<file path="config.mk">
export PLATFORM = sky130hd
export DESIGN_NAME = alarm_clock_top
export DESIGN_NICKNAME = d
export VERILOG_FILES = /design/src/verilog/clock_pkg.sv /design/src/verilog/timekeeper.sv /design/src/verilog/keypad_control.sv /design/src/verilog/countdown_timer.sv /design/src/verilog/display_driver.sv /design/src/verilog/alarm_clock_top.sv
export SDC_FILE = /design/constraint.sdc
export NUM_CORES = 1
export LEC_CHECK = 0
export BUFFER_PORTS_ARGS = -buffer_cell sky130_fd_sc_hd__buf_4
export CORE_ASPECT_RATIO = 0.9
export CORE_MARGIN = 10
export CORE_UTILIZATION = 30
export DETAILED_ROUTE_END_ITERATION = 10
export GPL_ROUTABILITY_DRIVEN = 0
export GPL_TIMING_DRIVEN = 0
export PLACE_DENSITY = 0.56
export REMOVE_ABC_BUFFERS = 1
export SLEW_MARGIN = 20
export SYNTH_ARGS = -nofsm -noshare
export SYNTH_HDL_FRONTEND = slang
export SYNTH_HIERARCHICAL = 1
export SYNTH_SLANG_ARGS = --single-unit
</file>
<file path="constraint.sdc">
create_clock -name CLK_60s -period 7.25 [get_ports CLK_60s]
set_input_delay 2.175 -clock CLK_60s [delete_from_list [all_inputs] [get_ports CLK_60s]]
set_output_delay 2.175 -clock CLK_60s [all_outputs]
set_load 0.01 [all_outputs]
</file>
<file path="src/verilog/clock_pkg.sv">
package clock_pkg;

    typedef logic [3:0]  bcd_digit_t;
    typedef logic [6:0]  seg_code_t;    // active low, bit 0 is segment a
    typedef logic [15:0] keypad_t;      // one-hot, bits 0 to 9 are the digits

    typedef enum logic [1:0] {
        SHOW_TIME,
        SHOW_ALARM,
        SHOW_TIMER,
        SHOW_ENTRY
    } disp_mode_t;

    typedef enum logic [1:0] {
        ENTRY_IDLE,
        ENTRY_TYPING,
        ENTRY_READY
    } entry_state_t;

    // command keys
    localparam int KEY_TIMER    = 10;
    localparam int KEY_TIME_SET = 11;
    localparam int KEY_ALARM    = 12;

    // idle cycles a complete entry waits for a command
    localparam int ENTRY_HOLD_CYCLES = 5;

    // power-up time 11:50
    localparam bcd_digit_t RESET_HOUR_TENS  = 4'd1;
    localparam bcd_digit_t RESET_HOUR_UNITS = 4'd1;
    localparam bcd_digit_t RESET_MIN_TENS   = 4'd5;
    localparam bcd_digit_t RESET_MIN_UNITS  = 4'd0;

    localparam bcd_digit_t DIGIT_BLANK = 4'd15;  // untyped entry digit
    localparam seg_code_t  SEG_BLANK   = 7'b1111111;

endpackage

</file>
<file path="src/verilog/timekeeper.sv">
`timescale 1ns/1ns

module timekeeper import clock_pkg::*; (
    input  logic       CLK_60s,
    input  logic       reset,
    input  logic       time_load,
    input  logic       alarm_load,
    input  bcd_digit_t entry_hour_tens,
    input  bcd_digit_t entry_hour_units,
    input  bcd_digit_t entry_min_tens,
    input  bcd_digit_t entry_min_units,
    output bcd_digit_t time_hour_tens,
    output bcd_digit_t time_hour_units,
    output bcd_digit_t time_min_tens,
    output bcd_digit_t time_min_units,
    output bcd_digit_t alarm_hour_tens,
    output bcd_digit_t alarm_hour_units,
    output bcd_digit_t alarm_min_tens,
    output bcd_digit_t alarm_min_units,
    output logic       beep_alarm
);

    logic alarm_valid;
    logic hour_carry;
    logic day_wrap;
    logic alarm_match;

    assign hour_carry  = (time_min_units == 4'd9) && (time_min_tens == 4'd5);
    assign day_wrap    = (time_hour_tens == 4'd2) && (time_hour_units == 4'd3);
    assign alarm_match = {time_hour_tens, time_hour_units, time_min_tens, time_min_units} ==
                         {alarm_hour_tens, alarm_hour_units, alarm_min_tens, alarm_min_units};

    // one minute per clock
    always_ff @(posedge CLK_60s) begin
        if (!reset) begin
            time_hour_tens  <= RESET_HOUR_TENS;
            time_hour_units <= RESET_HOUR_UNITS;
            time_min_tens   <= RESET_MIN_TENS;
            time_min_units  <= RESET_MIN_UNITS;
        end else if (time_load) begin
            time_hour_tens  <= entry_hour_tens;
            time_hour_units <= entry_hour_units;
            time_min_tens   <= entry_min_tens;
            time_min_units  <= entry_min_units;
        end else begin
            time_min_units <= (time_min_units == 4'd9) ? 4'd0 : time_min_units + 4'd1;
            if (time_min_units == 4'd9)
                time_min_tens <= (time_min_tens == 4'd5) ? 4'd0 : time_min_tens + 4'd1;
            if (hour_carry) begin
                if (day_wrap) begin                 // 23:59 -> 00:00
                    time_hour_tens  <= 4'd0;
                    time_hour_units <= 4'd0;
                end else if (time_hour_units == 4'd9) begin
                    time_hour_tens  <= time_hour_tens + 4'd1;
                    time_hour_units <= 4'd0;
                end else begin
                    time_hour_units <= time_hour_units + 4'd1;
                end
            end
        end
    end

    always_ff @(posedge CLK_60s) begin
        if (alarm_load) begin
            alarm_hour_tens  <= entry_hour_tens;
            alarm_hour_units <= entry_hour_units;
            alarm_min_tens   <= entry_min_tens;
            alarm_min_units  <= entry_min_units;
        end
    end

    always_ff @(posedge CLK_60s) begin
        if (!reset) begin
            alarm_valid <= 1'b0;
            beep_alarm  <= 1'b0;
        end else begin
            if (alarm_load)
                alarm_valid <= 1'b1;
            beep_alarm <= alarm_valid && alarm_match;
        end
    end

    // entries come unchecked from the keypad, so a bad time set shows up here
    a_min_tens: assert property (@(posedge CLK_60s) disable iff (!reset)
        time_min_tens <= 4'd5);
    a_hours: assert property (@(posedge CLK_60s) disable iff (!reset)
        (time_hour_tens < 4'd2) || ((time_hour_tens == 4'd2) && (time_hour_units <= 4'd3)));

endmodule

</file>
<file path="src/verilog/keypad_control.sv">
`timescale 1ns/1ns

module keypad_control import clock_pkg::*; (
    input  logic       CLK_60s,
    input  logic       reset,
    input  keypad_t    btn,
    input  logic       timer_running,
    input  logic       timer_done,
    output bcd_digit_t entry_hour_tens,
    output bcd_digit_t entry_hour_units,
    output bcd_digit_t entry_min_tens,
    output bcd_digit_t entry_min_units,
    output logic       time_load,
    output logic       alarm_load,
    output logic       timer_start,
    output disp_mode_t disp_mode
);

    keypad_t      btn_prev;
    entry_state_t entry_state;
    logic [1:0]   digit_cnt;        // next entry position
    logic [2:0]   hold_cnt;
    logic         press;
    logic         digit_press;
    logic         cmd_press;
    bcd_digit_t   key_digit;

    // new single key after all released
    assign press       = (btn_prev == '0) && (btn != '0) && ((btn & (btn - 16'd1)) == '0);
    assign digit_press = press && (btn[9:0] != '0);
    assign cmd_press   = press && (btn[KEY_TIME_SET] || btn[KEY_ALARM] || btn[KEY_TIMER]);

    always_comb begin
        key_digit = '0;
        for (int i = 0; i < 10; i++) begin
            if (btn[i])
                key_digit = bcd_digit_t'(i);
        end
    end

    always_ff @(posedge CLK_60s) begin
        if (!reset) begin
            btn_prev    <= '0;
            entry_state <= ENTRY_IDLE;
            digit_cnt   <= '0;
            hold_cnt    <= '0;
            time_load   <= 1'b0;
            alarm_load  <= 1'b0;
            timer_start <= 1'b0;
        end else begin
            btn_prev    <= btn;
            time_load   <= 1'b0;
            alarm_load  <= 1'b0;
            timer_start <= 1'b0;
            case (entry_state)
                ENTRY_IDLE: begin
                    if (digit_press) begin
                        entry_state <= ENTRY_TYPING;
                        digit_cnt   <= 2'd1;
                    end
                end
                ENTRY_TYPING: begin
                    if (digit_press) begin
                        digit_cnt <= digit_cnt + 2'd1;
                        if (digit_cnt == 2'd3) begin
                            entry_state <= ENTRY_READY;
                            hold_cnt    <= '0;
                        end
                    end
                end
                ENTRY_READY: begin
                    if (cmd_press) begin
                        time_load   <= btn[KEY_TIME_SET];
                        alarm_load  <= btn[KEY_ALARM];
                        timer_start <= btn[KEY_TIMER];
                        entry_state <= ENTRY_IDLE;
                    end else if (press) begin
                        hold_cnt <= '0;                 // any other key restarts the wait
                    end else if (hold_cnt == 3'(ENTRY_HOLD_CYCLES - 1)) begin
                        entry_state <= ENTRY_IDLE;      // abandoned
                    end else begin
                        hold_cnt <= hold_cnt + 3'd1;
                    end
                end
                default: entry_state <= ENTRY_IDLE;
            endcase
        end
    end

    // digits stay put after a command so the load sees them
    always_ff @(posedge CLK_60s) begin
        if (digit_press) begin
            if (entry_state == ENTRY_IDLE) begin
                entry_hour_tens  <= key_digit;
                entry_hour_units <= DIGIT_BLANK;
                entry_min_tens   <= DIGIT_BLANK;
                entry_min_units  <= DIGIT_BLANK;
            end else if (entry_state == ENTRY_TYPING) begin
                case (digit_cnt)
                    2'd1: entry_hour_units <= key_digit;
                    2'd2: entry_min_tens   <= key_digit;
                    2'd3: entry_min_units  <= key_digit;
                    default: entry_hour_tens <= key_digit;
                endcase
            end
        end
    end

    always_comb begin
        if (entry_state != ENTRY_IDLE)
            disp_mode = SHOW_ENTRY;
        else if (btn[KEY_ALARM])
            disp_mode = SHOW_ALARM;
        else if (timer_running || timer_done)   // 00:00 stays up for the end beep
            disp_mode = SHOW_TIMER;
        else
            disp_mode = SHOW_TIME;
    end

    a_one_strobe: assert property (@(posedge CLK_60s) disable iff (!reset)
        $onehot0({time_load, alarm_load, timer_start}));

endmodule

</file>
<file path="src/verilog/countdown_timer.sv">
`timescale 1ns/1ns

module countdown_timer import clock_pkg::*; (
    input  logic       CLK_60s,
    input  logic       reset,
    input  logic       timer_start,
    input  bcd_digit_t entry_hour_tens,
    input  bcd_digit_t entry_hour_units,
    input  bcd_digit_t entry_min_tens,
    input  bcd_digit_t entry_min_units,
    output bcd_digit_t timer_hour_tens,
    output bcd_digit_t timer_hour_units,
    output bcd_digit_t timer_min_tens,
    output bcd_digit_t timer_min_units,
    output logic       timer_running,
    output logic       timer_done
);

    logic count_zero;
    logic count_last;

    assign count_zero = {timer_hour_tens, timer_hour_units, timer_min_tens, timer_min_units} ==
                        16'h0000;
    assign count_last = {timer_hour_tens, timer_hour_units, timer_min_tens, timer_min_units} ==
                        16'h0001;

    always_ff @(posedge CLK_60s) begin
        if (!reset) begin
            timer_running <= 1'b0;
            timer_done    <= 1'b0;
        end else if (timer_start) begin
            timer_running <= 1'b1;
            timer_done    <= 1'b0;
        end else if (timer_running && (count_zero || count_last)) begin
            timer_running <= 1'b0;      // lands on 00:00 now
            timer_done    <= 1'b1;
        end else begin
            timer_done <= 1'b0;
        end
    end

    always_ff @(posedge CLK_60s) begin
        if (timer_start) begin
            timer_hour_tens  <= entry_hour_tens;
            timer_hour_units <= entry_hour_units;
            timer_min_tens   <= entry_min_tens;
            timer_min_units  <= entry_min_units;
        end else if (timer_running && !count_zero) begin
            timer_min_units <= (timer_min_units == 4'd0) ? 4'd9 : timer_min_units - 4'd1;
            if (timer_min_units == 4'd0)
                timer_min_tens <= (timer_min_tens == 4'd0) ? 4'd5 : timer_min_tens - 4'd1;
            if (timer_min_units == 4'd0 && timer_min_tens == 4'd0) begin
                // borrow from the hours
                timer_hour_units <= (timer_hour_units == 4'd0) ? 4'd9 : timer_hour_units - 4'd1;
                if (timer_hour_units == 4'd0)
                    timer_hour_tens <= timer_hour_tens - 4'd1;
            end
        end
    end

    a_done_pulse: assert property (@(posedge CLK_60s) disable iff (!reset)
        timer_done |=> !timer_done);

endmodule

</file>
<file path="src/verilog/display_driver.sv">
`timescale 1ns/1ns

module display_driver import clock_pkg::*; (
    input  disp_mode_t disp_mode,
    input  bcd_digit_t time_hour_tens,
    input  bcd_digit_t time_hour_units,
    input  bcd_digit_t time_min_tens,
    input  bcd_digit_t time_min_units,
    input  bcd_digit_t alarm_hour_tens,
    input  bcd_digit_t alarm_hour_units,
    input  bcd_digit_t alarm_min_tens,
    input  bcd_digit_t alarm_min_units,
    input  bcd_digit_t timer_hour_tens,
    input  bcd_digit_t timer_hour_units,
    input  bcd_digit_t timer_min_tens,
    input  bcd_digit_t timer_min_units,
    input  bcd_digit_t entry_hour_tens,
    input  bcd_digit_t entry_hour_units,
    input  bcd_digit_t entry_min_tens,
    input  bcd_digit_t entry_min_units,
    output seg_code_t  seg_hour_tens,
    output seg_code_t  seg_hour_units,
    output seg_code_t  seg_min_tens,
    output seg_code_t  seg_min_units
);

    bcd_digit_t show_hour_tens, show_hour_units, show_min_tens, show_min_units;

    // gfedcba, low lights the segment
    function automatic seg_code_t seg_decode(input bcd_digit_t digit);
        case (digit)
            4'd0: return 7'b1000000;
            4'd1: return 7'b1111001;
            4'd2: return 7'b0100100;
            4'd3: return 7'b0110000;
            4'd4: return 7'b0011001;
            4'd5: return 7'b0010010;
            4'd6: return 7'b0000010;
            4'd7: return 7'b1111000;
            4'd8: return 7'b0000000;
            4'd9: return 7'b0010000;
            default: return SEG_BLANK;
        endcase
    endfunction

    always_comb begin
        case (disp_mode)
            SHOW_ALARM: begin
                show_hour_tens  = alarm_hour_tens;
                show_hour_units = alarm_hour_units;
                show_min_tens   = alarm_min_tens;
                show_min_units  = alarm_min_units;
            end
            SHOW_TIMER: begin
                show_hour_tens  = timer_hour_tens;
                show_hour_units = timer_hour_units;
                show_min_tens   = timer_min_tens;
                show_min_units  = timer_min_units;
            end
            SHOW_ENTRY: begin
                show_hour_tens  = entry_hour_tens;
                show_hour_units = entry_hour_units;
                show_min_tens   = entry_min_tens;
                show_min_units  = entry_min_units;
            end
            default: begin
                show_hour_tens  = time_hour_tens;
                show_hour_units = time_hour_units;
                show_min_tens   = time_min_tens;
                show_min_units  = time_min_units;
            end
        endcase
    end

    assign seg_hour_tens  = seg_decode(show_hour_tens);
    assign seg_hour_units = seg_decode(show_hour_units);
    assign seg_min_tens   = seg_decode(show_min_tens);
    assign seg_min_units  = seg_decode(show_min_units);

endmodule

</file>
<file path="src/verilog/alarm_clock_top.sv">
`timescale 1ns/1ns

module alarm_clock_top import clock_pkg::*; (
    input  logic      CLK_60s,
    input  logic      reset,
    input  keypad_t   btn,
    output seg_code_t seg_hour_tens,
    output seg_code_t seg_hour_units,
    output seg_code_t seg_min_tens,
    output seg_code_t seg_min_units,
    output logic      beep_alarm,
    output logic      beep_timer
);

    bcd_digit_t entry_hour_tens, entry_hour_units, entry_min_tens, entry_min_units;
    bcd_digit_t time_hour_tens, time_hour_units, time_min_tens, time_min_units;
    bcd_digit_t alarm_hour_tens, alarm_hour_units, alarm_min_tens, alarm_min_units;
    bcd_digit_t timer_hour_tens, timer_hour_units, timer_min_tens, timer_min_units;
    logic       time_load;
    logic       alarm_load;
    logic       timer_start;
    logic       timer_running;
    disp_mode_t disp_mode;

    keypad_control u_keypad (
        .CLK_60s          (CLK_60s),
        .reset            (reset),
        .btn              (btn),
        .timer_running    (timer_running),
        .timer_done       (beep_timer),      // end pulse doubles as the beep
        .entry_hour_tens  (entry_hour_tens),
        .entry_hour_units (entry_hour_units),
        .entry_min_tens   (entry_min_tens),
        .entry_min_units  (entry_min_units),
        .time_load        (time_load),
        .alarm_load       (alarm_load),
        .timer_start      (timer_start),
        .disp_mode        (disp_mode)
    );

    timekeeper u_timekeeper (
        .CLK_60s          (CLK_60s),
        .reset            (reset),
        .time_load        (time_load),
        .alarm_load       (alarm_load),
        .entry_hour_tens  (entry_hour_tens),
        .entry_hour_units (entry_hour_units),
        .entry_min_tens   (entry_min_tens),
        .entry_min_units  (entry_min_units),
        .time_hour_tens   (time_hour_tens),
        .time_hour_units  (time_hour_units),
        .time_min_tens    (time_min_tens),
        .time_min_units   (time_min_units),
        .alarm_hour_tens  (alarm_hour_tens),
        .alarm_hour_units (alarm_hour_units),
        .alarm_min_tens   (alarm_min_tens),
        .alarm_min_units  (alarm_min_units),
        .beep_alarm       (beep_alarm)
    );

    countdown_timer u_timer (
        .CLK_60s          (CLK_60s),
        .reset            (reset),
        .timer_start      (timer_start),
        .entry_hour_tens  (entry_hour_tens),
        .entry_hour_units (entry_hour_units),
        .entry_min_tens   (entry_min_tens),
        .entry_min_units  (entry_min_units),
        .timer_hour_tens  (timer_hour_tens),
        .timer_hour_units (timer_hour_units),
        .timer_min_tens   (timer_min_tens),
        .timer_min_units  (timer_min_units),
        .timer_running    (timer_running),
        .timer_done       (beep_timer)
    );

    display_driver u_display (
        .disp_mode        (disp_mode),
        .time_hour_tens   (time_hour_tens),
        .time_hour_units  (time_hour_units),
        .time_min_tens    (time_min_tens),
        .time_min_units   (time_min_units),
        .alarm_hour_tens  (alarm_hour_tens),
        .alarm_hour_units (alarm_hour_units),
        .alarm_min_tens   (alarm_min_tens),
        .alarm_min_units  (alarm_min_units),
        .timer_hour_tens  (timer_hour_tens),
        .timer_hour_units (timer_hour_units),
        .timer_min_tens   (timer_min_tens),
        .timer_min_units  (timer_min_units),
        .entry_hour_tens  (entry_hour_tens),
        .entry_hour_units (entry_hour_units),
        .entry_min_tens   (entry_min_tens),
        .entry_min_units  (entry_min_units),
        .seg_hour_tens    (seg_hour_tens),
        .seg_hour_units   (seg_hour_units),
        .seg_min_tens     (seg_min_tens),
        .seg_min_units    (seg_min_units)
    );

endmodule

</file>
==> results.sh <==
export IMPL_grt_max_degree=35
export IMPL_synthArstFlopShare=0
export IMPL_dieArea_um2=24800
export IMPL_synthCells=558
export IMPL_p_leak_nw=2.39
export IMPL_setup_viol=0
export IMPL_drtPass1Iterations=5
export IMPL_end_kind="output port"
export IMPL_finalHoldViolCount=0
export IMPL_antenna_found_initial=0
export IMPL_cts_buffers=9
export IMPL_crit_path_cell_trace="buf_4, or3_1, mux4_2, or4b_4, nand3_1, buf_4"
export IMPL_setup_slack_ps=489
export IMPL_syn_avg_cell_area_um2=10.1
export IMPL_cts_tree="done"
export IMPL_synth_warnings=6
export IMPL_critPathKind="input port to output port"
export IMPL_cts_sinks=94
export IMPL_powerDensity_nw_per_um2=168
export IMPL_finalCriticalPeriod_ps=6760
export IMPL_crit_family="simple AND/OR/NAND/NOR gates"
export IMPL_peakVddDrop_mv=0.115
export IMPL_finalPower_mw=1.09
export IMPL_postCtsSetupBuffers=0
export IMPL_slowest_delay_ps=750
export IMPL_postRouteAntennaNets=0
export IMPL_p_sw_frac=0.236
export IMPL_cp_max_fo=16
export IMPL_remaining_drc_errors=0
export IMPL_cts_resized=0
export IMPL_power_internal_mw=0.833
export IMPL_ios=48
export IMPL_drive_gt1_frac=0.179
export IMPL_rows=47
export IMPL_synth_edf_count=48
export IMPL_final_cells=844
export IMPL_overflow=0
export IMPL_design_area_um2=6470
export IMPL_status="completed"
export IMPL_nets=634
export IMPL_synthDistinctLibCells=72
export IMPL_slew_headroom=0.337
export IMPL_rsz0062_at_grt="false"
export IMPL_diodes=0
export IMPL_fmax_mhz=148
export IMPL_via_count=4376
export IMPL_initial_utilization=0.307
export IMPL_slew_viol_final=0
export IMPL_clock_power_share=0.406
export IMPL_fp_dieW_um=165
export IMPL_post_place_ws_ps=459
export IMPL_path_common_cell="buf_4"
export IMPL_holdBufCountCts=0
export IMPL_slowest_stage="or3_1"
export IMPL_skew_ps=4.33
export IMPL_hold_class="flip-flop to flip-flop"
export IMPL_final_common_cell="edfxtp_1"
export IMPL_first_global_vias=4291
export IMPL_p_sw_mw=0.257
export IMPL_syn_area_um2=5660
export IMPL_max_clock_path_buffers=2
export IMPL_place_inst=828
export IMPL_clk_pin_slew_ps=70
export IMPL_cts_root_buf="clkbuf_16"
export IMPL_grt_pass1_wl_mm=22.4
export IMPL_yosysSeqAreaShare=0.417
export IMPL_max_cap_violations=0
export IMPL_dpl_hpwl_mm=10.3
export IMPL_power_frac_seq=0.517
export IMPL_path_buf_inv=2
export IMPL_area_delta_synth_final_pct=14.4
export IMPL_tightest_slew_ps=994
export IMPL_ys_seq_elements=94
export IMPL_die_h_um=150
export IMPL_first_iter_violations=233
export IMPL_layout_common_cells="edfxtp_1 (48), buf_4 (47), dfxtp_1 (46)"
export IMPL_grt_use_total=0.113
export IMPL_wl_per_cell_um=16.4
export IMPL_htreeDepth=3
export IMPL_dpl_cell_area_um2=6190
export IMPL_pwr_share_comb=0.077
export IMPL_cp_required_ps=5080
export IMPL_fin_crit_sh=0.933
export IMPL_cp_arrival_ps=4590
export IMPL_coreArea_um2=18500
export IMPL_wl_mm=13.9
export IMPL_synth_flop_cell="edfxtp_1"
export IMPL_port_buffer_count=47
export IMPL_clk_latency_ps=350
export IMPL_viasPerCell=5.18
export IMPL_startpoint_type="input port"
-- worst paths after layout --
path	start	end	slack, ps	depth (start not counted)
setup / recovery	btn[12]	seg_min_tens[3]	490	6
hold / removal	u_timekeeper/alarm_valid$_SDFFE_PN0P_	u_timekeeper/alarm_valid$_SDFFE_PN0P_	480	2
setup reg to reg	u_timekeeper/time_hour_tens[1]$_SDFFE_PN0P_	u_timekeeper/time_hour_tens[3]$_SDFFE_PN0P_	4990	5
hold reg to reg	u_timekeeper/alarm_valid$_SDFFE_PN0P_	u_timekeeper/alarm_valid$_SDFFE_PN0P_	480	2
-- cell usage after synthesis (all sizes together), types with 3 or more instances --
library cell   n  area share
edfxtp        48        0.25
dfxtp         46        0.16
inv           42       0.028
nand2         42       0.028
o21ai         40       0.035
nor2          38       0.026
a21oi         31       0.027
ha            22       0.049
xnor2         20       0.031
and2          16       0.018
mux4          16       0.067
nand3         16       0.015
mux2i         15       0.027
clkbuf        14       0.011
a211oi        10       0.015
nand2b        10       0.011
nand4         10       0.012
a31oi          9      0.0099
buf            9       0.014
nor3           9      0.0080
nor4           9       0.017
mux2           6       0.012
xor2           6      0.0093
a32oi          5      0.0077
and4           5      0.0077
nor2b          5      0.0055
or4b           5       0.012
or2            4      0.0044
or3            4      0.0053
a31o           3      0.0046
nor3b          3      0.0040
o211ai         3      0.0040
-- stage by stage --
step | util | hold slack (ps) | setup TNS (ps)
floorplan | - | 440 | 0
global placement | 0.335 | 455 | -21860
detailed placement | 0.335 | 473 | 0
CTS | 0.350 | 488 | 0
global route | 0.351 | 523 | 0
finish | 0.351 | 479 | 0
-- power groups by stage --
stage / clock (mW) / sequential, mW / combinational [mW]
finish: 0.443 / 0.563 / 0.0844
CTS: 0.458 / 0.563 / 0.0852
global route: 0.484 / 0.563 / 0.0930
detailed placement: 0 / 0.575 / 0.0847
global placement: 0 / 0.575 / 0.0821
floorplan: 0 / 0.574 / 0.0456
-- per-layer routing --
layer,part of all wire,vias to the layer above,GRT usage
li1,-,2129,-
met1,0.45,2133,0.145
met2,0.48,105,0.183
met3,0.057,9,0.0300
met4,0.0087,0,0.0305
met5,0,-,0
-- worst register-to-register path: cells and delay by family, from the launching register on --
kind	cells	cell delay [ps]
AND/OR/NAND/NOR	2	960
adder cells (fa/ha/maj)	1	210
AO/OA/AOI/OAI	2	540
flip-flops	1	470
-- registers in the layout (all words and copies together), names as in the netlist, 3 cells and up --
name and cells:
u_timekeeper/time_min_units 4, u_timer/timer_hour_tens 4, u_keypad/entry_min_units 4, u_timekeeper/time_hour_tens 4
u_keypad/hold_cnt 3, u_keypad/entry_hour_tens 4, u_timer/timer_hour_units 4, u_keypad/entry_min_tens 4
u_timekeeper/alarm_hour_tens 4, u_timekeeper/time_min_tens 4, u_timekeeper/alarm_min_units 4, u_keypad/entry_hour_units 4
u_timekeeper/alarm_hour_units 4, u_timekeeper/alarm_min_tens 4, u_timekeeper/time_hour_units 4, u_timer/timer_min_tens 4
u_timer/timer_min_units 4, u_keypad/btn_prev 16
-- layout make-up --
type | instances | area [um^2]
flip-flops and latches | 94 | 2360
fillers | 1862 | 12000
inverters | 44 | 165
clock buffers | 10 | 229
multi-input cells | 397 | 3000
clock inverters | 6 | 46.3
repair buffers | 48 | 364
well taps | 245 | 307
-- cell families (layout without fill, tap and decap cells) --
group                      Yosys count  in the layout  share of synthesized area
and+or+nand+nor                    187            187                      0.191
AOI/OAI and AO/OA                  125            125                      0.144
DFF                                 94             94                      0.417
buffers and inverters               67            108                     0.0542
muxes                               37             37                      0.105
xor gates and xnor gates            26             26                     0.0402
adders and majority gates           22             22                     0.0486
(Power assumes the default switching activity.)
